## src/computer_pkg.sv

```systemverilog
package computer_pkg;

    localparam int DATA_WIDTH = 8;
    localparam int ADDR_WIDTH = 16;

    typedef logic [DATA_WIDTH-1:0] data_t;
    typedef logic [ADDR_WIDTH-1:0] addr_t;

    // Memory map
    localparam addr_t RESET_VECTOR = 16'hF000;     // Start of program ROM
    localparam addr_t UART_BASE    = 16'hE000;
    localparam addr_t LED_ADDR     = 16'hE004;
    localparam logic [1:0] UART_STATUS = 2'd1;
    localparam logic [1:0] UART_DATA   = 2'd2;

    // Serial timing
    localparam int CLKS_PER_BIT = 8;
    localparam int BAUD_WIDTH   = $clog2(CLKS_PER_BIT);

    // Zero is NOP so unused ROM space runs through harmlessly
    typedef enum logic [7:0] {
        NOP   = 8'h00,
        LDI   = 8'h01,
        LDA   = 8'h02,
        STA   = 8'h03,
        MOVBA = 8'h04,
        ADD   = 8'h05,
        SUB   = 8'h06,
        JMP   = 8'h07,
        JZ    = 8'h08,
        JNZ   = 8'h09
    } opcode_e;

    typedef enum logic [2:0] {FETCH, DECODE, OPER_LO, OPER_HI, MEM_READ, EXECUTE} cpu_state_e;

    typedef struct packed {
        addr_t addr;
        data_t wdata;
        logic  read;
        logic  write;
    } mem_req_t;

    typedef struct packed {
        logic zero;
        logic carry;
        logic negative;
    } flags_t;

    typedef struct packed {
        logic [DATA_WIDTH-3:0] pad;
        logic                  tx_busy;
        logic                  rx_valid;   // Bit 0
    } uart_status_t;

endpackage
```

## src/cpu.sv

```systemverilog
module cpu (
    input  logic                   clk,
    input  logic                   rst_n_i,
    output computer_pkg::mem_req_t mem_req_o,
    input  computer_pkg::data_t    mem_rdata_i,
    output computer_pkg::flags_t   flags_o,
    output computer_pkg::data_t    debug_b_o,
    output computer_pkg::data_t    debug_ir_o,
    output computer_pkg::addr_t    debug_pc_o
);
    import computer_pkg::*;

    cpu_state_e state_q;
    logic       phase_q;     // High in the data cycle of a read
    opcode_e    ir_q;
    addr_t      pc_q;
    addr_t      operand_q;   // Immediate or 16-bit address, little endian
    data_t      a_q;
    data_t      b_q;
    data_t      mdr_q;
    flags_t     flags_q;

    data_t      a_next;
    logic       carry_next;
    logic       flags_upd;

    // Bus request
    always_comb begin
        mem_req_o = '0;
        case (state_q)
            FETCH: begin
                mem_req_o.addr = pc_q;
                mem_req_o.read = 1'b1;
            end
            OPER_LO, OPER_HI: begin
                mem_req_o.addr = pc_q;
                mem_req_o.read = ~phase_q;
            end
            MEM_READ: begin
                mem_req_o.addr = operand_q;
                mem_req_o.read = ~phase_q && (ir_q == LDA);  // ADD and SUB idle here
            end
            EXECUTE: begin
                if (ir_q == STA) begin
                    mem_req_o.addr  = operand_q;
                    mem_req_o.wdata = a_q;
                    mem_req_o.write = 1'b1;
                end
            end
            default: ;
        endcase
    end

    // ALU and new accumulator value
    always_comb begin
        a_next     = a_q;
        carry_next = flags_q.carry;
        flags_upd  = 1'b0;
        case (ir_q)
            LDI: begin
                a_next    = operand_q[DATA_WIDTH-1:0];
                flags_upd = 1'b1;
            end
            LDA: begin
                a_next    = mdr_q;
                flags_upd = 1'b1;
            end
            ADD: begin
                {carry_next, a_next} = {1'b0, a_q} + {1'b0, b_q};
                flags_upd            = 1'b1;
            end
            SUB: begin
                {carry_next, a_next} = {1'b0, a_q} - {1'b0, b_q};  // Bit 8 is the borrow
                flags_upd            = 1'b1;
            end
            default: ;
        endcase
    end

    always_ff @(posedge clk or negedge rst_n_i) begin
        if (!rst_n_i) begin
            state_q <= FETCH;
            phase_q <= 1'b0;
            ir_q    <= NOP;
            pc_q    <= RESET_VECTOR;
            a_q     <= '0;
            b_q     <= '0;
            flags_q <= '0;
        end else begin
            case (state_q)
                FETCH: state_q <= DECODE;
                DECODE: begin
                    ir_q <= opcode_e'(mem_rdata_i);
                    pc_q <= pc_q + 16'd1;
                    case (opcode_e'(mem_rdata_i))
                        LDI, LDA, STA, JMP, JZ, JNZ: state_q <= OPER_LO;
                        ADD, SUB:                    state_q <= MEM_READ;
                        default:                     state_q <= EXECUTE;  // Unknown acts as NOP
                    endcase
                end
                OPER_LO: begin
                    phase_q <= ~phase_q;
                    if (phase_q) begin
                        pc_q    <= pc_q + 16'd1;
                        state_q <= (ir_q == LDI) ? EXECUTE : OPER_HI;
                    end
                end
                OPER_HI: begin
                    phase_q <= ~phase_q;
                    if (phase_q) begin
                        pc_q    <= pc_q + 16'd1;
                        state_q <= (ir_q == LDA) ? MEM_READ : EXECUTE;
                    end
                end
                MEM_READ: begin
                    phase_q <= ~phase_q;
                    if (phase_q) state_q <= EXECUTE;
                end
                EXECUTE: begin
                    state_q <= FETCH;
                    a_q     <= a_next;
                    if (flags_upd) begin
                        flags_q.zero     <= (a_next == '0);
                        flags_q.carry    <= carry_next;
                        flags_q.negative <= a_next[DATA_WIDTH-1];
                    end
                    case (ir_q)
                        MOVBA:   b_q <= a_q;
                        JMP:     pc_q <= operand_q;
                        JZ:      if (flags_q.zero) pc_q <= operand_q;
                        JNZ:     if (!flags_q.zero) pc_q <= operand_q;
                        default: ;
                    endcase
                end
                default: state_q <= FETCH;
            endcase
        end
    end

    // Operand and memory data capture
    always_ff @(posedge clk) begin
        if (phase_q) begin
            case (state_q)
                OPER_LO:  operand_q[DATA_WIDTH-1:0]          <= mem_rdata_i;
                OPER_HI:  operand_q[ADDR_WIDTH-1:DATA_WIDTH] <= mem_rdata_i;
                MEM_READ: mdr_q                              <= mem_rdata_i;
                default: ;
            endcase
        end
    end

    assign flags_o    = flags_q;
    assign debug_b_o  = b_q;
    assign debug_ir_o = ir_q;
    assign debug_pc_o = pc_q;

endmodule

```

## config.mk

```make
export PLATFORM = sky130hd
export DESIGN_NAME = cpu
export DESIGN_NICKNAME = d
export VERILOG_FILES = /design/src/computer_pkg.sv /design/src/cpu.sv
export SDC_FILE = /design/constraint.sdc
export NUM_CORES = 1
export LEC_CHECK = 0
export BUFFER_PORTS_ARGS = -buffer_cell sky130_fd_sc_hd__clkbuf_2
export CAP_MARGIN = 20
export CORE_MARGIN = 10
export CORE_UTILIZATION = 55
export CTS_CLUSTER_DIAMETER = 100
export DETAILED_ROUTE_END_ITERATION = 16
export PLACE_DENSITY = 0.78
export SYNTH_ARGS = -nofsm -noshare
export SYNTH_HDL_FRONTEND = slang
export SYNTH_SLANG_ARGS = --single-unit
```

## constraint.sdc

```tcl
create_clock -name clk -period 3.4 [get_ports clk]
set_clock_uncertainty 0.1 [all_clocks]
set_input_delay 0.34 -clock clk [delete_from_list [all_inputs] [get_ports clk]]
set_output_delay 0.34 -clock clk [all_outputs]
set_load 0.1 [all_outputs]
```

==> results.json <==
{
  "fin_ws_ns": 0.2110,
  "seqCellArea_um2": 1912,
  "critPathKind": "reg2out",
  "netlist_instances": 440,
  "yosys-top-cells-count": "46 x a21oi_1, 43 x dfrtp_1, 42 x nand2_1",
  "gp_congestion": 0.9351,
  "timing.fmax_mhz": 313.6,
  "worstSetupStartpoint": "debug_ir_o[6]",
  "layout-drive-gt1-share_pct": 29.49,
  "synth-edff-count": 24,
  "area_growth_pct": 27.44,
  "grt_max_degree": 36,
  "viasPerCell": 6.170,
  "dieHeight_um": 107.9,
  "multi_input_area_um2": 2331,
  "rsz0062_at_grt": "no",
  "antenna_found_initial": 0,
  "placed_area_um2": 5206,
  "synth_top_cell_area_share_pct": 25.32,
  "clock_path_buffers": 2,
  "clkLatencyLatePin_ns": 0.35,
  "yosysSeqAreaShare_pct": 44.76,
  "drv_cap": 0,
  "period_share_pct": 93.79,
  "ant_nets": 0,
  "nets": 537,
  "fill_cells": 541,
  "drc": 0,
  "cp.arrival_ns": 2.75,
  "setup_violations": 0,
  "yosys.cell_count.top_type": "a21oi_1",
  "r2r_setup_slack_ns": 0.60,
  "grt_use_total_pct": 20.53,
  "pre_cts_slack_ns": 0.4365,
  "grt_pass1_wl_um": 19240,
  "antennaDiodeCount": 0,
  "routed_wl_um": 11770,
  "drtIter0Drc": 283,
  "synthFlopType": "dfrtp_1",
  "relSlewSlack_pct": 28.69,
  "synth_async_sr_flop_share_pct": 66.20,
  "synth_cell_types": 59,
  "cp_max_fo": 10,
  "grt_pass1_vias": 3688,
  "clkSlewWorstSetupHoldPaths_ns": 0.08,
  "cts_root_buf": "clkbuf_8",
  "cts.htree.levels": 3,
  "dieArea_um2": 11640,
  "ys_top_cells_by_area": "dfrtp_1 25%, edfxtp_1 17%, a21oi_1 5.4%",
  "final_max_slew_viol_count": 0,
  "rows": 31,
  "post_cts_buffers": 0,
  "hold_buffers": 0,
  "cts_tree": "yes",
  "yosys_warnings": 0,
  "clock-sinks": 71,
  "syn-cell-area_um2": 4249,
  "hold_class": "in2async",
  "vias": 3770,
  "worstPathRequired_ns": 2.96,
  "io_pins": 71,
  "coreArea_um2": 7370,
  "die_w_um": 107.9,
  "worst_pin_slew_ns": 1.069,
  "worst_setup_path_start_kind": "flip-flop",
  "stdcell_area_um2": 5415,
  "wl_per_cell_um": 19.27,
  "start_util_pct": 57.66,
  "post-route-util_pct": 73.48,
  "numCtsBuffers": 9,
  "gr-total-overflow": 0,
  "port_buffers": 70,
  "hold_viol_final": 0,
  "dr.pass1.iters": 5,
  "synth_area_per_cell_um2": 9.657,
  "period_needed_ns": 3.189,
  "end_kind": "output port",
  "synth_seq_cells": 71,
  "dp_hpwl_um": 8852,
  "syn_nets": 470,
  "outcome": "completed",
  "r2r_start": "debug_ir_o[6]",
  "synth_largest_area_cell": "dfrtp_1"
}
==> logic make-up (layout without fill, tap and decap cells) <==
| logic type | Yosys count | in the layout | synth area share [%] |
|---|---|---|---|
| AND/OR/NAND/NOR | 143 | 143 | 17.11 |
| AO/OA/AOI/OAI | 145 | 145 | 22.76 |
| buffers and inverters | 43 | 115 | 4.564 |
| XOR/XNOR | 3 | 3 | 0.6185 |
| adder cells (fa/ha/maj) | 20 | 20 | 6.243 |
| flip-flops | 71 | 71 | 44.76 |
| multiplexers | 15 | 15 | 3.946 |
==> timing repair <==
item,4_1_cts,5_1_grt
endpoints found under the hold margin,0,0
endpoints found under the setup margin,0,16
gates resized for setup,0,1
==> sequential cells by signal, summed over array words and instances, names as in the netlist <==
register and cells:
state_q 3, operand_q 16, phase_q 1, flags_o 3
a_q 8, mdr_q 8, debug_ir_o 8, debug_pc_o 16
debug_b_o 8
==> layout by cell type, fill, tap and decap left out, drive strengths merged, types with 3 or more instances in the layout <==
master / count
edfxtp: 24
and2: 10
o21ai: 27
a21o: 6
xnor2: 3
nor2b: 10
nand3: 16
clkbuf: 55
inv: 22
o22ai: 5
or2: 4
nand2: 42
dfstp: 4
nor4: 4
mux2: 14
nor2: 26
buf: 34
dfrtp: 43
and3: 10
o221ai: 4
nor3: 7
ha: 18
nand2b: 6
a31oi: 3
a21oi: 46
a22oi: 7
a221o: 3
a22o: 21
==> critical path: stages, from the launching register on <==
cell and delay, ns:
dfrtp_4 0.49, or4_4 0.58, or3_4 0.44, nor3_4 0.19
or2_1 0.17, buf_4 0.20, a22o_4 0.15, buf_12 0.17
==> worst paths after layout <==
path                                  to  depth (start not counted)
setup / recovery           mem_req_o[13]                          7
hold / removal             debug_pc_o[9]                          1
setup reg to reg              flags_o[2]                          7
hold reg to reg               flags_o[0]                          1
max in group asynchronous   debug_b_o[6]                          2
min in group clk           operand_q[14]                          1
==> stage by stage <==
| stage | setup TNS, ns | hold slack, ns | std cells |
|---|---|---|---|
| after floorplan | -7.242 | -0.05559 | 440 |
| after global placement | 0 | 0.3634 | 595 |
| after detailed placement | 0 | 0.3661 | 595 |
| after CTS | 0 | 0.03403 | 611 |
| after global routing | 0 | 0.07827 | 611 |
| final | 0 | 0.006791 | 611 |
==> metal layers <==
metal,GRT usage (%),vias to the layer above,routed length [µm]
met5,0,-,0
met4,6.298,0,150
met3,3.473,15,816
met2,32.74,147,5624
met1,27.76,1834,5183
li1,-,1774,-
==> final cells by class <==
| type | instances | share of cell area, % |
|---|---|---|
| timing repair buffer | 80 | 14.28 |
| sequential | 71 | 35.30 |
| inverter | 19 | 1.317 |
| clock buffer | 9 | 2.287 |
| clock inverter | 7 | 1.479 |
| multi-input combinational | 326 | 43.05 |
| tap | 99 | 2.287 |
Power is not shown: default switching activity piles up to over one toggle a cycle in this logic, so the estimate is an artifact.
