**src/computer_pkg.sv**
```systemverilog
package computer_pkg;

    localparam int DATA_WIDTH = 8;
    localparam int ADDR_WIDTH = 16;

    typedef logic [DATA_WIDTH-1:0] data_t;
    typedef logic [ADDR_WIDTH-1:0] addr_t;

    // Memory map
    localparam addr_t RESET_VECTOR = 16'hF000;     // Start of program ROM
    localparam addr_t UART_BASE    = 16'hE000;
    localparam addr_t LED_ADDR     = 16'hE004;
    localparam logic [1:0] UART_STATUS = 2'd1;
    localparam logic [1:0] UART_DATA   = 2'd2;

    // Serial timing
    localparam int CLKS_PER_BIT = 8;
    localparam int BAUD_WIDTH   = $clog2(CLKS_PER_BIT);

    // Zero is NOP so unused ROM space runs through harmlessly
    typedef enum logic [7:0] {
        NOP   = 8'h00,
        LDI   = 8'h01,
        LDA   = 8'h02,
        STA   = 8'h03,
        MOVBA = 8'h04,
        ADD   = 8'h05,
        SUB   = 8'h06,
        JMP   = 8'h07,
        JZ    = 8'h08,
        JNZ   = 8'h09
    } opcode_e;

    typedef enum logic [2:0] {FETCH, DECODE, OPER_LO, OPER_HI, MEM_READ, EXECUTE} cpu_state_e;

    typedef struct packed {
        addr_t addr;
        data_t wdata;
        logic  read;
        logic  write;
    } mem_req_t;

    typedef struct packed {
        logic zero;
        logic carry;
        logic negative;
    } flags_t;

    typedef struct packed {
        logic [DATA_WIDTH-3:0] pad;
        logic                  tx_busy;
        logic                  rx_valid;   // Bit 0
    } uart_status_t;

endpackage
```
**src/rom_4k.sv**
```systemverilog
module rom_4k (
    input  logic                clk,
    input  logic [11:0]         addr_i,
    output computer_pkg::data_t rdata_o
);
    import computer_pkg::*;

    data_t rom_byte;

    // Echo program, linked at F000
    always_comb begin
        case (addr_i)
            // Wait for a received byte, the transmitter is idle here
            12'h000: rom_byte = LDA;
            12'h001: rom_byte = 8'h01;   // E001 status
            12'h002: rom_byte = 8'hE0;
            12'h003: rom_byte = JZ;
            12'h004: rom_byte = 8'h00;
            12'h005: rom_byte = 8'hF0;
            12'h006: rom_byte = LDA;
            12'h007: rom_byte = 8'h02;   // E002 data, clears rx_valid
            12'h008: rom_byte = 8'hE0;
            12'h009: rom_byte = STA;
            12'h00A: rom_byte = 8'h10;   // Copy kept at 0010
            12'h00B: rom_byte = 8'h00;
            12'h00C: rom_byte = LDA;
            12'h00D: rom_byte = 8'h10;
            12'h00E: rom_byte = 8'h00;
            12'h00F: rom_byte = MOVBA;
            12'h010: rom_byte = LDI;
            12'h011: rom_byte = 8'h01;
            12'h012: rom_byte = ADD;
            12'h013: rom_byte = STA;
            12'h014: rom_byte = 8'h04;   // Output port
            12'h015: rom_byte = 8'hE0;
            12'h016: rom_byte = STA;
            12'h017: rom_byte = 8'h11;
            12'h018: rom_byte = 8'h00;
            // Wait for the transmitter
            12'h019: rom_byte = LDA;
            12'h01A: rom_byte = 8'h01;
            12'h01B: rom_byte = 8'hE0;
            12'h01C: rom_byte = JNZ;
            12'h01D: rom_byte = 8'h19;
            12'h01E: rom_byte = 8'hF0;
            12'h01F: rom_byte = LDA;
            12'h020: rom_byte = 8'h11;
            12'h021: rom_byte = 8'h00;
            12'h022: rom_byte = STA;
            12'h023: rom_byte = 8'h02;
            12'h024: rom_byte = 8'hE0;
            // Let the frame finish so tx_busy is clear at the top
            12'h025: rom_byte = LDA;
            12'h026: rom_byte = 8'h01;
            12'h027: rom_byte = 8'hE0;
            12'h028: rom_byte = JNZ;
            12'h029: rom_byte = 8'h25;
            12'h02A: rom_byte = 8'hF0;
            12'h02B: rom_byte = JMP;
            12'h02C: rom_byte = 8'h00;
            12'h02D: rom_byte = 8'hF0;
            default: rom_byte = NOP;
        endcase
    end

    always_ff @(posedge clk) begin
        rdata_o <= rom_byte;
    end

endmodule

```
**config.mk**
```make
export PLATFORM = sky130hd
export DESIGN_NAME = rom_4k
export DESIGN_NICKNAME = d
export VERILOG_FILES = /design/src/computer_pkg.sv /design/src/rom_4k.sv
export SDC_FILE = /design/constraint.sdc
export NUM_CORES = 1
export LEC_CHECK = 0
export BUFFER_PORTS_ARGS = -buffer_cell sky130_fd_sc_hd__buf_4
export CAP_MARGIN = 20
export CORE_ASPECT_RATIO = 1.25
export CORE_UTILIZATION = 48
export CTS_BUF_LIST = sky130_fd_sc_hd__clkbuf_8
export CTS_CLUSTER_DIAMETER = 80
export DETAILED_ROUTE_END_ITERATION = 16
export GPL_ROUTABILITY_DRIVEN = 0
export PLACE_DENSITY = 0.77
export SYNTH_ARGS = -nofsm -noshare
export SYNTH_HDL_FRONTEND = slang
export SYNTH_SLANG_ARGS = --single-unit
export TNS_END_PERCENT = 5
```
**constraint.sdc**
```tcl
create_clock -name clk -period 1.3 [get_ports clk]
set_clock_uncertainty 0.05 [all_clocks]
set_input_delay 0.13 -clock clk [delete_from_list [all_inputs] [get_ports clk]]
set_output_delay 0.13 -clock clk [all_outputs]
set_load 0.005 [all_outputs]
```
==> metrics.txt, run 1 <==
result of the run completed; H-tree levels 1; Clock Path Buffers 2; min setup slack post-route 76.22 ps; DIE WIDTH 38.07 um; number of iterations in the first detailed-routing pass 4; WHS Endpoint rdata_o[4]$_SDFF_PP0_; height of the chip 47.09 um; biggest registers after layout rdata_o: 7 flops; Post-DP HPWL 1.529 mm; crit-path max FO 6; cell count after synthesis 97; average cell area after synthesis 8.049 um^2; Clock Sink Count 7; input/output buffers 20; CTS tree done; slowest cell on the critical path or3b_1; Hold Violations, Final 0; Req. time, crit path 1360 ps; number of top-level pins 21; fin crit share 0.9414; wire length of the first global-routing pass 3.105 mm; count of cell types in the netlist 37; maximum number of pins on one net before global-route repair 17; number of nets in the synthesized netlist 118; global-route usage over all layers 0.2437; remaining antenna violation count 0; worst hold margin 158.2 ps; Setup-failing EPs final 0; largest incremental delay on the critical path 370 ps; Remaining DRCs 0; Final Max Slew Viols 0; number of setup buffers added after CTS 0; area growth from synthesis to layout 44.23%; relative slew slack 0.8078; vias after detailed routing 813; pre-CTS setup slack -289.2 ps; Die Outline Area 0.001793 mm^2; Core Box Area 0.001445 mm^2; Hold Path Depth 2; top-area cell type share of the netlist area 0.1795; Reg with most FFs rdata_o; share of synthesized area occupied by flip-flops and latches 0.1795; max capacitance violation total 0; Cell Count, Final, Fillers Out 149; worst hold-check path type in -> reg; synthesis-stage register bit count 7; number of placed instances, taps included 145; synthesis warning total 0; layout cells sized above 1 0.3939; post-detailed-route wirelength per cell 13.13 um; leading cell types by total area after synthesis dfxtp_1, ha_1, mux2i_1, nor2_1, a21oi_1; Root Buffer Master clkbuf_8; async set or reset register ratio after synthesis 0; synthesized area 780.7 um^2; DR iter-0 viols 23; setup repair after global routing missed its margin false; type of element launching the critical path input pin; largest vdd supply drop 0.3165 mV; hold path startpoint addr_i[5]; Primary FF master, synth dfxtp_1; antenna cell count 0; antenna violations before repair 0; Initial Util 0.5403; time the final worst path needs with I/O delays and setup 1224 ps; number of flops mapped to enable cells by yosys 0; worst path arrival time 1290 ps; reported leakage power 0.5242 nW; ordered list of cells on the worst path buf_4, inv_4, ha_4, nand2b_4, a311oi_2, or3b_1, o41ai_1; total length of routed wires 1.956 mm; Critical Path End Type register; critical path's top delay family simple AND/OR/NAND/NOR gates; max reg flops 7; WP buf/inv 2; critical path class in -> reg; clock buffers created by TritonCTS 3; number of nets in the final layout 154; Worst Max-Slew Pin Slew 285.3 ps; via count of the first global-routing pass 731; Avg Vias per Cell 5.456; cell taking the most area after synthesis dfxtp_1; clock-pin slew reported for the worst setup and hold paths after clock tree synthesis 40 ps; highest clock rate 817.1 MHz; utilization after layout 0.7792; row cnt 15; Remaining Overflow, GRT 0; power density normalized to cell area 668.8 mW/mm^2
[routing by layer]
| metal | wire, um | GRT usage |
|---|---|---|
| met1 | 793 | 0.2642 |
| met2 | 1064 | 0.4542 |
| met3 | 67 | 0.02844 |
| met4 | 30 | 0.1286 |
| met5 | 0 | 0 |
[layout make-up]
type / count / area, um^2
Multi-Input combinational cell: 76 / 589.3
Clock buffer: 3 / 41.29
Sequential cell: 7 / 140.1
Inverter: 6 / 25.02
Timing Repair Buffer: 39 / 305.3
Fill cell: 104 / 319.1
Tap cell: 17 / 21.27
Clock inverter: 1 / 3.754
[logic make-up after synthesis]
group                    share of synthesized area
multiplexers                                0.1186
XOR/XNOR                                   0.01122
adder cells (fa/ha/maj)                     0.1282
buffers and inverters                       0.1250
flip-flops                                  0.1795
AO/OA/AOI/OAI                               0.2244
AND/OR/NAND/NOR                             0.2132
[worst max-delay path by stage]
stage	start	end	slack [ps]	cells past startpoint
3_3_place_gp	addr_i[0]	rdata_o[4]$_SDFF_PP0_	-270	7
6_report	addr_i[0]	rdata_o[4]$_SDFF_PP0_	80	7
4_1_cts	addr_i[0]	rdata_o[4]$_SDFF_PP0_	20	7
2_1_floorplan	addr_i[0]	rdata_o[4]$_SDFF_PP0_	20	6
3_5_place_dp	addr_i[0]	rdata_o[4]$_SDFF_PP0_	-290	7
5_1_grt	addr_i[0]	rdata_o[4]$_SDFF_PP0_	3	7
[cells in the final DEF, fill, tap and decap left out, types with 2 or more instances in the layout]
master,instances
mux2_2,2
nor3_1,3
a21oi_1,6
inv_1,5
o211ai_1,2
nand3_1,2
nand2_1,8
ha_4,2
nand3b_1,2
buf_4,38
ha_1,6
clkbuf_8,3
mux2i_1,7
a211oi_1,2
nor2_1,9
o21ai_0,5
dfxtp_1,7
[per-stage QoR]
stage | area (um^2) | total power, mW | setup TNS (ps)
CTS | 1090 | 0.7410 | 0
floorplan | 793.3 | 0.3581 | 0
global placement | 1045 | 0.4418 | -739.2
finish | 1126 | 0.7531 | 0
global route | 1126 | 0.7907 | 0
detailed placement | 1045 | 0.4459 | -893.3
[power by group]
part | leakage [nW] | switching, mW | total [mW] | internal (mW)
registers | 0.0564 | 0.000232 | 0.217 | 0.217
clock network | 0.0269 | 0.0889 | 0.292 | 0.204
logic | 0.441 | 0.121 | 0.244 | 0.123
total | 0.524 | 0.210 | 0.753 | 0.543
[Yosys cell counts (all sizes together) (2+ instances only)]
master	count
ha	8
o21ai	5
a311oi	2
nor2	9
nand3b	2
nor3	3
nand2b	2
mux2i	7
inv	6
a211oi	2
nand2	8
mux2	2
a21oi	6
nand3	2
buf	8
o211ai	2
dfxtp	7
[repair_timing]
action / 4_1_cts / 5_1_grt
pin swaps: 1 / 1
setup endpoints to repair: 1 / 3
gates resized for setup: 2 / 7
hold buffers: 0 / 0
Power figures use the tool's default switching activity.
==> inputs of run 2 (changes only) <==
Settings changed: CORE_UTILIZATION 48 to 42, PLACE_DENSITY 0.77 to 0.69.
==> metrics.txt, run 2 (synthesis gave the netlist of run 1 again) <==
fin crit share 0.9819; max reg flops 7; max capacitance violation total 0; critical path's top delay family simple AND/OR/NAND/NOR gates; worst hold margin 143.7 ps; top library cells by usage in the layout, fill and taps aside buf_4, nor2_1, nand2_1; Clock Sink Count 7; number of placed instances, taps included 149; number of nets in the final layout 156; largest incremental delay on the critical path 380 ps; via count of the first global-routing pass 793; Initial Util 0.4422; total length of routed wires 2.122 mm; height of the chip 50.21 um; antenna violations before repair 0; antenna cell count 0; highest clock rate 783.4 MHz; TNS Setup 0 ps; vias after detailed routing 900; Clock Path Buffers 2; Hold Path Depth 2; biggest registers after layout rdata_o: 7 flops; Worst Max-Slew Pin Slew 333.9 ps; fill cell total of the finished layout 167; area growth from synthesis to layout 41.51%; count of cell instances traversed by the critical path 7; layout cells sized above 1 0.3881; Post-DP HPWL 1.710 mm; Req. time, crit path 1360 ps; crit-path max FO 6; result of the run completed; number of top-level pins 21; Hold Violations, Final 0; utilization after layout 0.6258; Cell Count, Final, Fillers Out 153; power density normalized to cell area 684.2 mW/mm^2; ordered list of cells on the worst path buf_4, inv_2, ha_1, nand2b_1, a311oi_2, or3b_1, o41ai_1; input/output buffers 20; Remaining DRCs 0; setup repair after global routing missed its margin true; time the final worst path needs with I/O delays and setup 1276 ps; clock-pin slew reported for the worst setup and hold paths after clock tree synthesis 40 ps; number of setup buffers added after CTS 0; DIE WIDTH 40.57 um; Die Outline Area 0.002037 mm^2; worst hold-check path type in -> reg; reported leakage power 0.5220 nW; row cnt 17; Root Buffer Master clkbuf_8; Critical Path End Type register; Reg with most FFs rdata_o; global-route usage over all layers 0.2248; clock buffers created by TritonCTS 3; remaining antenna violation count 0; number of iterations in the first detailed-routing pass 5; Core Box Area 0.001765 mm^2; relative slew slack 0.7743; CTS tree done; Design Power 0.7559 mW; maximum number of pins on one net before global-route repair 15; Setup-failing EPs final 0; DR iter-0 viols 23; wire length of the first global-routing pass 3.229 mm; post-detailed-route wirelength per cell 13.87 um; Remaining Overflow, GRT 0; type of element launching the critical path input pin; slowest cell on the critical path or3b_1; worst path arrival time 1330 ps; critical path class in -> reg; Final Max Slew Viols 0; H-tree levels 1; largest vdd supply drop 0.2714 mV; Avg Vias per Cell 5.882; commonest non-fill, non-tap cell in the layout buf_4; WP buf/inv 2
run 2: final cells by class:
type / count / area [um^2] / area share
Tap cell: 19 / 23.77 / 0.02152
Clock buffer: 3 / 41.29 / 0.03737
Multi-Input combinational cell: 76 / 564.3 / 0.5108
Timing Repair Buffer: 41 / 307.8 / 0.2786
Sequential cell: 7 / 140.1 / 0.1268
Clock inverter: 1 / 5.005 / 0.004530
Inverter: 6 / 22.52 / 0.02039
run 2: final timing paths:
kind                       from                    end  slack [ps]
worst max-delay path  addr_i[0]  rdata_o[4]$_SDFF_PP0_          20
worst min-delay path  addr_i[5]  rdata_o[4]$_SDFF_PP0_         140
run 2: per-layer routing:
metal  share of wire  GRT usage  up-vias  wire [um]
li1                -          -      426          -
met1            0.36     0.2234      414        761
met2            0.53     0.3915       45       1131
met3           0.058   0.008850       15        124
met4           0.049     0.1833        0        104
met5               0          0        -          0
run 2: repair_timing:
item | in CTS | in global routing
resized for setup | 2 | 2
endpoints found under the setup margin | 1 | 3
hold buffers | 0 | 0
pin swaps | 0 | 1
run 2: power by group:
part	total (mW)	internal [mW]	leakage [nW]	switching, mW
Sequential	0.217	0.216	0.0564	0.000217
Clock	0.300	0.207	0.0255	0.0926
Combinational	0.239	0.118	0.440	0.121
run 2: metrics by stage:
stage / setup slack, ps / cell area (um^2)
floorplan: 16.62 / 793.3
global placement: -231.5 / 1050
detailed placement: -267.1 / 1050
CTS: 18.60 / 1096
global route: -20.34 / 1105
finish: 23.54 / 1105
