**src/computer_pkg.sv**
```systemverilog
package computer_pkg;

    localparam int DATA_WIDTH = 8;
    localparam int ADDR_WIDTH = 16;

    typedef logic [DATA_WIDTH-1:0] data_t;
    typedef logic [ADDR_WIDTH-1:0] addr_t;

    // Memory map
    localparam addr_t RESET_VECTOR = 16'hF000;     // Start of program ROM
    localparam addr_t UART_BASE    = 16'hE000;
    localparam addr_t LED_ADDR     = 16'hE004;
    localparam logic [1:0] UART_STATUS = 2'd1;
    localparam logic [1:0] UART_DATA   = 2'd2;

    // Serial timing
    localparam int CLKS_PER_BIT = 8;
    localparam int BAUD_WIDTH   = $clog2(CLKS_PER_BIT);

    // Zero is NOP so unused ROM space runs through harmlessly
    typedef enum logic [7:0] {
        NOP   = 8'h00,
        LDI   = 8'h01,
        LDA   = 8'h02,
        STA   = 8'h03,
        MOVBA = 8'h04,
        ADD   = 8'h05,
        SUB   = 8'h06,
        JMP   = 8'h07,
        JZ    = 8'h08,
        JNZ   = 8'h09
    } opcode_e;

    typedef enum logic [2:0] {FETCH, DECODE, OPER_LO, OPER_HI, MEM_READ, EXECUTE} cpu_state_e;

    typedef struct packed {
        addr_t addr;
        data_t wdata;
        logic  read;
        logic  write;
    } mem_req_t;

    typedef struct packed {
        logic zero;
        logic carry;
        logic negative;
    } flags_t;

    typedef struct packed {
        logic [DATA_WIDTH-3:0] pad;
        logic                  tx_busy;
        logic                  rx_valid;   // Bit 0
    } uart_status_t;

endpackage
```
**src/uart_peripheral.sv**
```systemverilog
module uart_peripheral (
    input  logic                clk,
    input  logic                rst_n_i,
    input  logic [1:0]          address_offset_i,
    input  logic                cmd_enable_i,
    input  logic                cmd_write_i,
    input  logic                cmd_read_i,
    input  computer_pkg::data_t parallel_data_i,
    output computer_pkg::data_t parallel_data_o,
    input  logic                serial_rx_i,
    output logic                serial_tx_o
);
    import computer_pkg::*;

    typedef enum logic [1:0] {RX_IDLE, RX_START, RX_DATA, RX_STOP} rx_state_e;

    logic                  wr_data;
    logic                  rd_data;
    uart_status_t          status;

    // Transmitter
    logic                  tx_busy_q;
    logic [DATA_WIDTH+1:0] tx_frame_q;   // Stop bit, byte and start bit, LSB on the line
    logic [3:0]            tx_bits_q;
    logic [BAUD_WIDTH-1:0] tx_baud_q;
    logic                  tx_tick;

    // Receiver
    logic [1:0]            rx_sync_q;
    logic                  rx_line;
    rx_state_e             rx_state_q;
    logic [2:0]            rx_bits_q;
    logic [BAUD_WIDTH-1:0] rx_baud_q;
    logic                  rx_tick;
    logic                  rx_capture;
    logic                  rx_valid_q;
    data_t                 rx_shift_q;
    data_t                 rx_data_q;

    assign wr_data    = cmd_enable_i && cmd_write_i && (address_offset_i == UART_DATA);
    assign rd_data    = cmd_enable_i && cmd_read_i && (address_offset_i == UART_DATA);
    assign tx_tick    = (tx_baud_q == BAUD_WIDTH'(CLKS_PER_BIT - 1));
    assign rx_tick    = (rx_baud_q == BAUD_WIDTH'(CLKS_PER_BIT - 1));
    assign rx_line    = rx_sync_q[1];
    assign rx_capture = (rx_state_q == RX_STOP) && rx_tick && rx_line;  // Good stop bit

    always_ff @(posedge clk or negedge rst_n_i) begin
        if (!rst_n_i) begin
            tx_busy_q  <= 1'b0;
            tx_frame_q <= '1;
            tx_bits_q  <= '0;
            tx_baud_q  <= '0;
        end else if (wr_data && !tx_busy_q) begin
            tx_busy_q  <= 1'b1;
            tx_frame_q <= {1'b1, parallel_data_i, 1'b0};
            tx_bits_q  <= '0;
            tx_baud_q  <= '0;
        end else if (tx_busy_q) begin
            tx_baud_q <= tx_tick ? '0 : tx_baud_q + 1'b1;
            if (tx_tick) begin
                tx_frame_q <= {1'b1, tx_frame_q[DATA_WIDTH+1:1]};
                tx_bits_q  <= tx_bits_q + 1'b1;
                if (tx_bits_q == 4'd9) tx_busy_q <= 1'b0;   // Stop bit done
            end
        end
    end

    assign serial_tx_o = tx_frame_q[0];

    always_ff @(posedge clk or negedge rst_n_i) begin
        if (!rst_n_i) begin
            rx_sync_q  <= 2'b11;
            rx_state_q <= RX_IDLE;
            rx_bits_q  <= '0;
            rx_baud_q  <= '0;
            rx_valid_q <= 1'b0;
        end else begin
            rx_sync_q <= {rx_sync_q[0], serial_rx_i};
            case (rx_state_q)
                RX_IDLE: begin
                    rx_baud_q <= '0;
                    if (!rx_line) rx_state_q <= RX_START;
                end
                RX_START: begin
                    rx_baud_q <= rx_baud_q + 1'b1;
                    if (rx_baud_q == BAUD_WIDTH'(CLKS_PER_BIT / 2 - 1)) begin
                        rx_baud_q  <= '0;
                        rx_bits_q  <= '0;
                        rx_state_q <= rx_line ? RX_IDLE : RX_DATA;  // Reject glitches
                    end
                end
                RX_DATA: begin
                    rx_baud_q <= rx_tick ? '0 : rx_baud_q + 1'b1;
                    if (rx_tick) begin
                        rx_bits_q <= rx_bits_q + 1'b1;
                        if (rx_bits_q == 3'd7) rx_state_q <= RX_STOP;
                    end
                end
                default: begin
                    rx_baud_q <= rx_tick ? '0 : rx_baud_q + 1'b1;
                    if (rx_tick) rx_state_q <= RX_IDLE;
                end
            endcase
            // A new byte wins over a read in the same cycle
            if (rx_capture)   rx_valid_q <= 1'b1;
            else if (rd_data) rx_valid_q <= 1'b0;
        end
    end

    always_ff @(posedge clk) begin
        if ((rx_state_q == RX_DATA) && rx_tick) rx_shift_q <= {rx_line, rx_shift_q[DATA_WIDTH-1:1]};
        if (rx_capture) rx_data_q <= rx_shift_q;
    end

    always_comb begin
        status          = '0;
        status.rx_valid = rx_valid_q;
        status.tx_busy  = tx_busy_q;
        case (address_offset_i)
            UART_STATUS: parallel_data_o = status;
            UART_DATA:   parallel_data_o = rx_data_q;
            default:     parallel_data_o = '0;   // No control register
        endcase
    end

endmodule

```
**config.mk**
```make
export PLATFORM = sky130hd
export DESIGN_NAME = uart_peripheral
export DESIGN_NICKNAME = d
export VERILOG_FILES = /design/src/computer_pkg.sv /design/src/uart_peripheral.sv
export SDC_FILE = /design/constraint.sdc
export NUM_CORES = 1
export LEC_CHECK = 0
export ABC_AREA = 1
export BUFFER_PORTS_ARGS = -buffer_cell sky130_fd_sc_hd__buf_2
export CORE_UTILIZATION = 29
export DETAILED_ROUTE_END_ITERATION = 6
export GPL_ROUTABILITY_DRIVEN = 0
export PLACE_DENSITY_LB_ADDON = 0.25
export REMOVE_ABC_BUFFERS = 1
export SYNTH_ARGS = -nofsm -noshare
export SYNTH_HDL_FRONTEND = slang
export SYNTH_SLANG_ARGS = --single-unit
```
**constraint.sdc**
```tcl
create_clock -name clk -period 3.6 [get_ports clk]
set_input_delay 0.36 -clock clk [delete_from_list [all_inputs] [get_ports clk]]
set_output_delay 0.36 -clock clk [all_outputs]
set_load 0.005 [all_outputs]
```
==> results of run 1 <==
[through the flow]
step / instances / worst slack, ps / hold slack (ps)
detailed placement: 300 / 1820 / 347
finish: 308 / 1950 / 68.1
CTS: 308 / 1910 / 101
global placement: 300 / 1900 / 346
floorplan: 199 / 2200 / 64.4
global route: 308 / 1790 / 126
[layout by cell type (no fill, tap or decap)]
master | synthesis | final
nor2_1 | 10 | 10
inv_1 | 27 | 27
clkinvlp_4 | 0 | 1
dfrtp_1 | 17 | 17
edfxtp_1 | 16 | 16
ha_1 | 12 | 12
clkbuf_8 | 0 | 5
nand2_2 | 2 | 2
dfstp_2 | 11 | 11
o21a_1 | 1 | 1
a21oi_1 | 7 | 7
inv_2 | 2 | 2
bufinv_16 | 0 | 1
nand4_1 | 2 | 2
clkinv_2 | 0 | 1
buf_2 | 1 | 24
o21ai_0 | 5 | 5
nand4_4 | 1 | 1
nand2_1 | 54 | 54
nand3_1 | 32 | 32
[power by group through the flow]
| stage | combinational, mW | sequential (mW) | clock [mW] |
|---|---|---|---|
| final | 0.330 | 0.750 | 0.371 |
| after CTS | 0.338 | 0.750 | 0.389 |
| after global placement | 0.326 | 0.761 | 0 |
| after floorplan | 0.257 | 0.740 | 0 |
| after detailed placement | 0.336 | 0.760 | 0 |
| after global routing | 0.402 | 0.772 | 0.403 |
[routing by layer]
layer | share of wire, % | up-vias | GRT usage [%] | routed length [um]
li1 | - | 708 | - | -
met4 | 1.5 | 0 | 4.16 | 51
met2 | 43 | 30 | 17.7 | 1460
met3 | 5.2 | 4 | 3.21 | 179
met5 | 0 | - | 0 | 0
met1 | 51 | 637 | 14.3 | 1740
[state kept, by name (all words and copies together), names as in the netlist, 2 cells and up]
name and count:
tx_frame_q 9, rx_data_q 8, rx_shift_q 8, tx_bits_q 4, rx_baud_q 3, rx_bits_q 3, tx_baud_q 3, rx_state_q 2
rx_sync_q 2
[how the worst min path moves through the flow]
stage / start / to / slack [ps] / cells after the start
final: rst_n_i / tx_bits_q[3]$_DFFE_PN0P_ / 70 / 1
after global routing: rst_n_i / tx_bits_q[3]$_DFFE_PN0P_ / 130 / 1
after CTS: rst_n_i / tx_bits_q[3]$_DFFE_PN0P_ / 100 / 1
after detailed placement: rx_sync_q[0]$_DFF_PN1_ / rx_sync_q[1]$_DFF_PN1_ / 350 / 0
after global placement: rx_sync_q[0]$_DFF_PN1_ / rx_sync_q[1]$_DFF_PN1_ / 350 / 0
after floorplan: rst_n_i / rx_baud_q[0]$_DFF_PN0_ / 60 / 0
[cells by family after synthesis]
logic type | count (synthesis) | synth area share, %
adders and majority gates | 12 | 7.51
AOI/OAI and AO/OA | 13 | 3.38
buffers and inverters | 33 | 7.01
and+or+nand+nor | 101 | 22.3
DFF | 44 | 59.8
[critical path, cell delays in order]
cell	delay [ps]
buf_2	100
inv_1	50
ha_1	420
nand2_1	90
a21oi_1	140
buf_2	120
[cell type report]
| cell class | instances | area share [%] |
|---|---|---|
| clock buffers | 5 | 3.00 |
| repair buffers | 24 | 5.23 |
| multi-input cells | 126 | 28.9 |
| clock inverters | 3 | 1.85 |
| well taps | 77 | 4.20 |
| inverters | 29 | 4.74 |
| flip-flops and latches | 44 | 52.0 |
==> out/results.ini, run 1 <==
[clocking]
ctsHoldBuffers = 0
cts_tree = done
htree_levels = 2
clock_latency_ps = 290
cts_made_buffers = 5
cts_setup_buffers = 0
cts_sinks = 44
cts_buffer_depth = 2
clockRootBuffer = clkbuf_8
path_clk_slew_ps = 80
postCtsResizedCells = 0

[timing]
fin_skew_ps = 5.78
setup_viol = 0
period_needed_ps = 1650
max_freq_mhz = 605
fin_crit_sh_pct = 45.9
drv_slew = 0
tightestPinTransition_ps = 609
setup_tns_ps = 0
hold_violations = 0
rsz0062_at_grt = false
maxSlewHeadroom_pct = 59.4

[routing]
dr.pass1.iters = 4
drt_wl_total_um = 3430
ant_nets = 0
drt_iter0_drc = 50
drc_errors = 0
vias = 1379
post_drt_wl_per_cell_um = 11.1
viasPerCell = 4.48

[critical_path]
crit_start = address_offset_i[0]
reg2reg_setup_slack_ps = 2000
critPathLaunchType = input port
r2r_end = rx_shift_q[0]$_DFFE_PP_
crit_path_end_kind = output pin
critical_path_class = input port to output pin
cp.required_ps = 3240
path_max_fanout = 11
crit_end = parallel_data_o[1]
r2r_cells = 4
arrival_ps = 1290
timing.rr.start = rx_baud_q[0]$_DFF_PN0_

[power_and_ir_drop]
power_frac_comb_pct = 22.8
ir_worst_vdd_mv = 0.239
p_leak_nw = 1.15
switching_share_pct = 30.6
total_power_mw = 1.45
power_frac_seq_pct = 51.7
intPower_mw = 1.01
power.switching_mw = 0.445
clkPwrFrac_pct = 25.5
p_per_area_mw_per_mm2 = 632

[layout]
fillers = 675
multiInputGateArea_sq_um = 664
fin_util_pct = 35.3
seq_area_sq_mm = 0.00119
final_cell_area_sq_mm = 0.00230
nNetsFinal = 258
drive_gt1_share_pct = 20.8
area_growth_pct = 14.8
num_antenna_cells = 0

[die]
start_util_pct = 30.8
dieArea_sq_mm = 0.00723
die_y_um = 85.0
die_w_um = 85.0
ios = 25
core-area_sq_mm = 0.00649
row_count = 29

[yosys]
synth_area_per_cell_sq_um = 9.85
synth_flop_cell = dfrtp_1
synth_top_area_share_pct = 24.0
async_flop_share_pct = 63.6
synth_warnings = 0
synth-edff-count = 16
syn_inst = 203
ys_ff_latch = 44
post-synth-top-count-cell = nand2_1
synth_top_area_cell = edfxtp_1
synth_area_leaders = edfxtp_1, dfrtp_1, dfstp_2, nand2_1, nand3_1
ys_types = 18
syn_area_sq_mm = 0.00200
yosysSeqAreaShare_pct = 59.8
yosys-top-cells-count = nand2_1, nand3_1, inv_1, dfrtp_1, edfxtp_1

[placed_design]
port_buffers = 24
place_area_sq_mm = 0.00218
dp_hpwl_um = 2430

[global_routing]
grt_usage_pct = 11.1
antenna_found_initial = 0
grt_overflow = 0
grt_pass1_vias = 1379
grt_pass1_wl_um = 6370
grt_max_degree = 29

[outcome]
status = complete, no violations

[hold_path]
hold_class = input port to async pin

[run]
max_cap_violations = 0

Note: power is estimated with default switching activity, not from simulation.
==> run 2, diff against run 1 <==
Clock period 3.6 ns to 1.6 ns, I/O delays scaled along.
==> run 2 against run 1 <==
Wire length is 1.3% higher. Register-to-register slack worse by 1800 ps. Hold slack better by 19 ps. Final cell count is 1.6% higher. Cell area is 2.0% higher. Critical path depth is 1 higher. Clock skew hardly changed. Clock power is 140% higher. Critical path type is now flop to flop.
==> out/results.ini, run 2 (same netlist as run 1, synthesis figures left out) <==
[hold_path]
whs_path_depth = 3
hold_path.startpoint = parallel_data_i[5]
hold_class = input port to flop
whs_endpoint = tx_frame_q[6]$_DFFE_PN1P_

[layout]
multiInputGateArea_sq_um = 664  ; unchanged
fin_cells = 313  ; +1.6%
most-common-layout-cells = nand2_1, nand3_1, inv_1
seq_area_sq_mm = 0.00119  ; unchanged
regMostFlops = tx_frame_q
layout_commonest_cell = nand2_1
area_growth_pct = 17.1
drive_gt1_share_pct = 22.5  ; +1.7 points
nNetsFinal = 263  ; +1.9%
num_antenna_cells = 0  ; unchanged
fillers = 682  ; +1.0%
largest_reg_flops = 9  ; unchanged
reg_top3 = tx_frame_q: 9 flops, rx_data_q: 8 flops, rx_shift_q: 8 flops
fin_util_pct = 36.1  ; +0.71 points

[timing]
rsz0062_at_grt = false
drv_slew = 0  ; unchanged
setup_viol = 0  ; unchanged
period_needed_ps = 1450
fin_crit_sh_pct = 90.4
hold_slack_ps = 87.0  ; +18.9 ps
hold_violations = 0  ; unchanged
fin_skew_ps = 6.04  ; +0.261 ps
setup_tns_ps = 0  ; unchanged
tightestPinTransition_ps = 597  ; -12.6 ps
maxSlewHeadroom_pct = 60.2  ; +0.84 points
max_freq_mhz = 691

[die]
die_w_um = 85.0  ; unchanged
start_util_pct = 30.8  ; unchanged
die_y_um = 85.0  ; unchanged
row_count = 29  ; unchanged
dieArea_sq_mm = 0.00723  ; unchanged
ios = 25  ; unchanged
core-area_sq_mm = 0.00649  ; unchanged

[global_routing]
antenna_found_initial = 0  ; unchanged
grt_pass1_vias = 1443  ; +4.6%
grt_usage_pct = 11.5  ; +0.42 points
grt_overflow = 0  ; unchanged
grt_pass1_wl_um = 6590  ; +3.5%
grt_max_degree = 29  ; unchanged

[clocking]
clock_latency_ps = 300  ; about the same
cts_made_buffers = 5  ; unchanged
clockRootBuffer = clkbuf_8
cts_buffer_depth = 2  ; unchanged
cts_tree = done
htree_levels = 2  ; unchanged
cts_sinks = 44  ; unchanged
path_clk_slew_ps = 90  ; about the same

[placed_design]
port_buffers = 24  ; unchanged
dp_hpwl_um = 2520  ; +3.6%
placed_cells = 303  ; +1.0%

[run]
max_cap_violations = 0  ; unchanged

[power_and_ir_drop]
p_leak_nw = 1.17  ; +1.5%
p_per_area_mw_per_mm2 = 1420  ; +120%
ir_worst_vdd_mv = 0.479  ; +100%
total_power_mw = 3.32  ; +130%

[routing]
vias = 1399  ; +1.5%
viasPerCell = 4.47  ; -0.17%
drt_wl_total_um = 3480  ; +1.3%
post_drt_wl_per_cell_um = 11.1  ; -0.28%
ant_nets = 0  ; unchanged
drt_iter0_drc = 82  ; +64%
drc_errors = 0  ; unchanged
dr.pass1.iters = 5  ; +1

[critical_path]
arrival_ps = 1670  ; +380 ps
timing.rr.start = tx_baud_q[0]$_DFFE_PN0P_
r2r_cells = 7  ; +3
critical_path_class = flop to flop
reg2reg_setup_slack_ps = 150  ; -1850 ps
crit_path_end_kind = flop
r2r_end = tx_bits_q[2]$_DFFE_PN0P_
path_max_fanout = 9  ; -2
critPathLaunchType = flop
cp.required_ps = 1820  ; -1420 ps

[outcome]
status = complete, no violations

-- run 2: timing repair --
action	4_1_cts	5_1_grt
gates resized for setup	0	2
setup buffers	0	0
setup endpoints to repair	0	16
endpoints found under the hold margin	18	0
hold buffers	2	0
-- run 2: routing by layer --
layer,part of all wire [%],up-vias,global-route usage (%)
li1,-,718,-
met1,52,644,15.0
met2,42,35,18.0
met3,4.3,2,3.11
met4,1.0,0,5.08
met5,0,-,0
-- run 2: power by group --
group	total, mW	switching [mW]	internal [mW]
Combinational	0.754	0.440	0.314
Sequential	1.69	0.195	1.50
Clock	0.873	0.403	0.470
Total	3.32	1.04	2.28
-- run 2: area by class of cell --
type	count	share of cell area, %
multi-input cells	126	28.4
well taps	77	4.11
flip-flops and latches	44	51.0
clock buffers	5	2.94
clock inverters	3	1.98
inverters	29	4.65
repair buffers	29	6.94
-- run 2: through the flow --
step | setup WS, ps | instance area, sq um
5_1_grt | 39.9 | 2340
3_3_place_gp | 127 | 2210
4_1_cts | 78.5 | 2340
3_5_place_dp | 86.8 | 2210
6_report | 153 | 2340
2_1_floorplan | 196 | 1970
-- run 2: how the worst max path moves through the flow --
stage	depth (start not counted)	to	from	slack (ps)
floorplan	4	rx_shift_q[0]$_DFFE_PP_	rx_baud_q[0]$_DFF_PN0_	200
global placement	4	rx_data_q[5]$_DFFE_PP_	rx_baud_q[0]$_DFF_PN0_	130
detailed placement	4	rx_data_q[3]$_DFFE_PP_	rx_baud_q[0]$_DFF_PN0_	90
CTS	4	rx_data_q[3]$_DFFE_PP_	rx_baud_q[0]$_DFF_PN0_	80
global route	9	tx_frame_q[1]$_DFFE_PN1P_	tx_baud_q[0]$_DFFE_PN0P_	40
finish	7	tx_bits_q[2]$_DFFE_PN0P_	tx_baud_q[0]$_DFFE_PN0P_	150
-- run 2: critical path, cell delays in order, from the launching register on --
cell and delay [ps]:
dfrtp_1 400, ha_1 210, ha_1 220, nand2_2 170, inv_2 120, nand3_1 90, nand2_1 50, a21oi_1 110
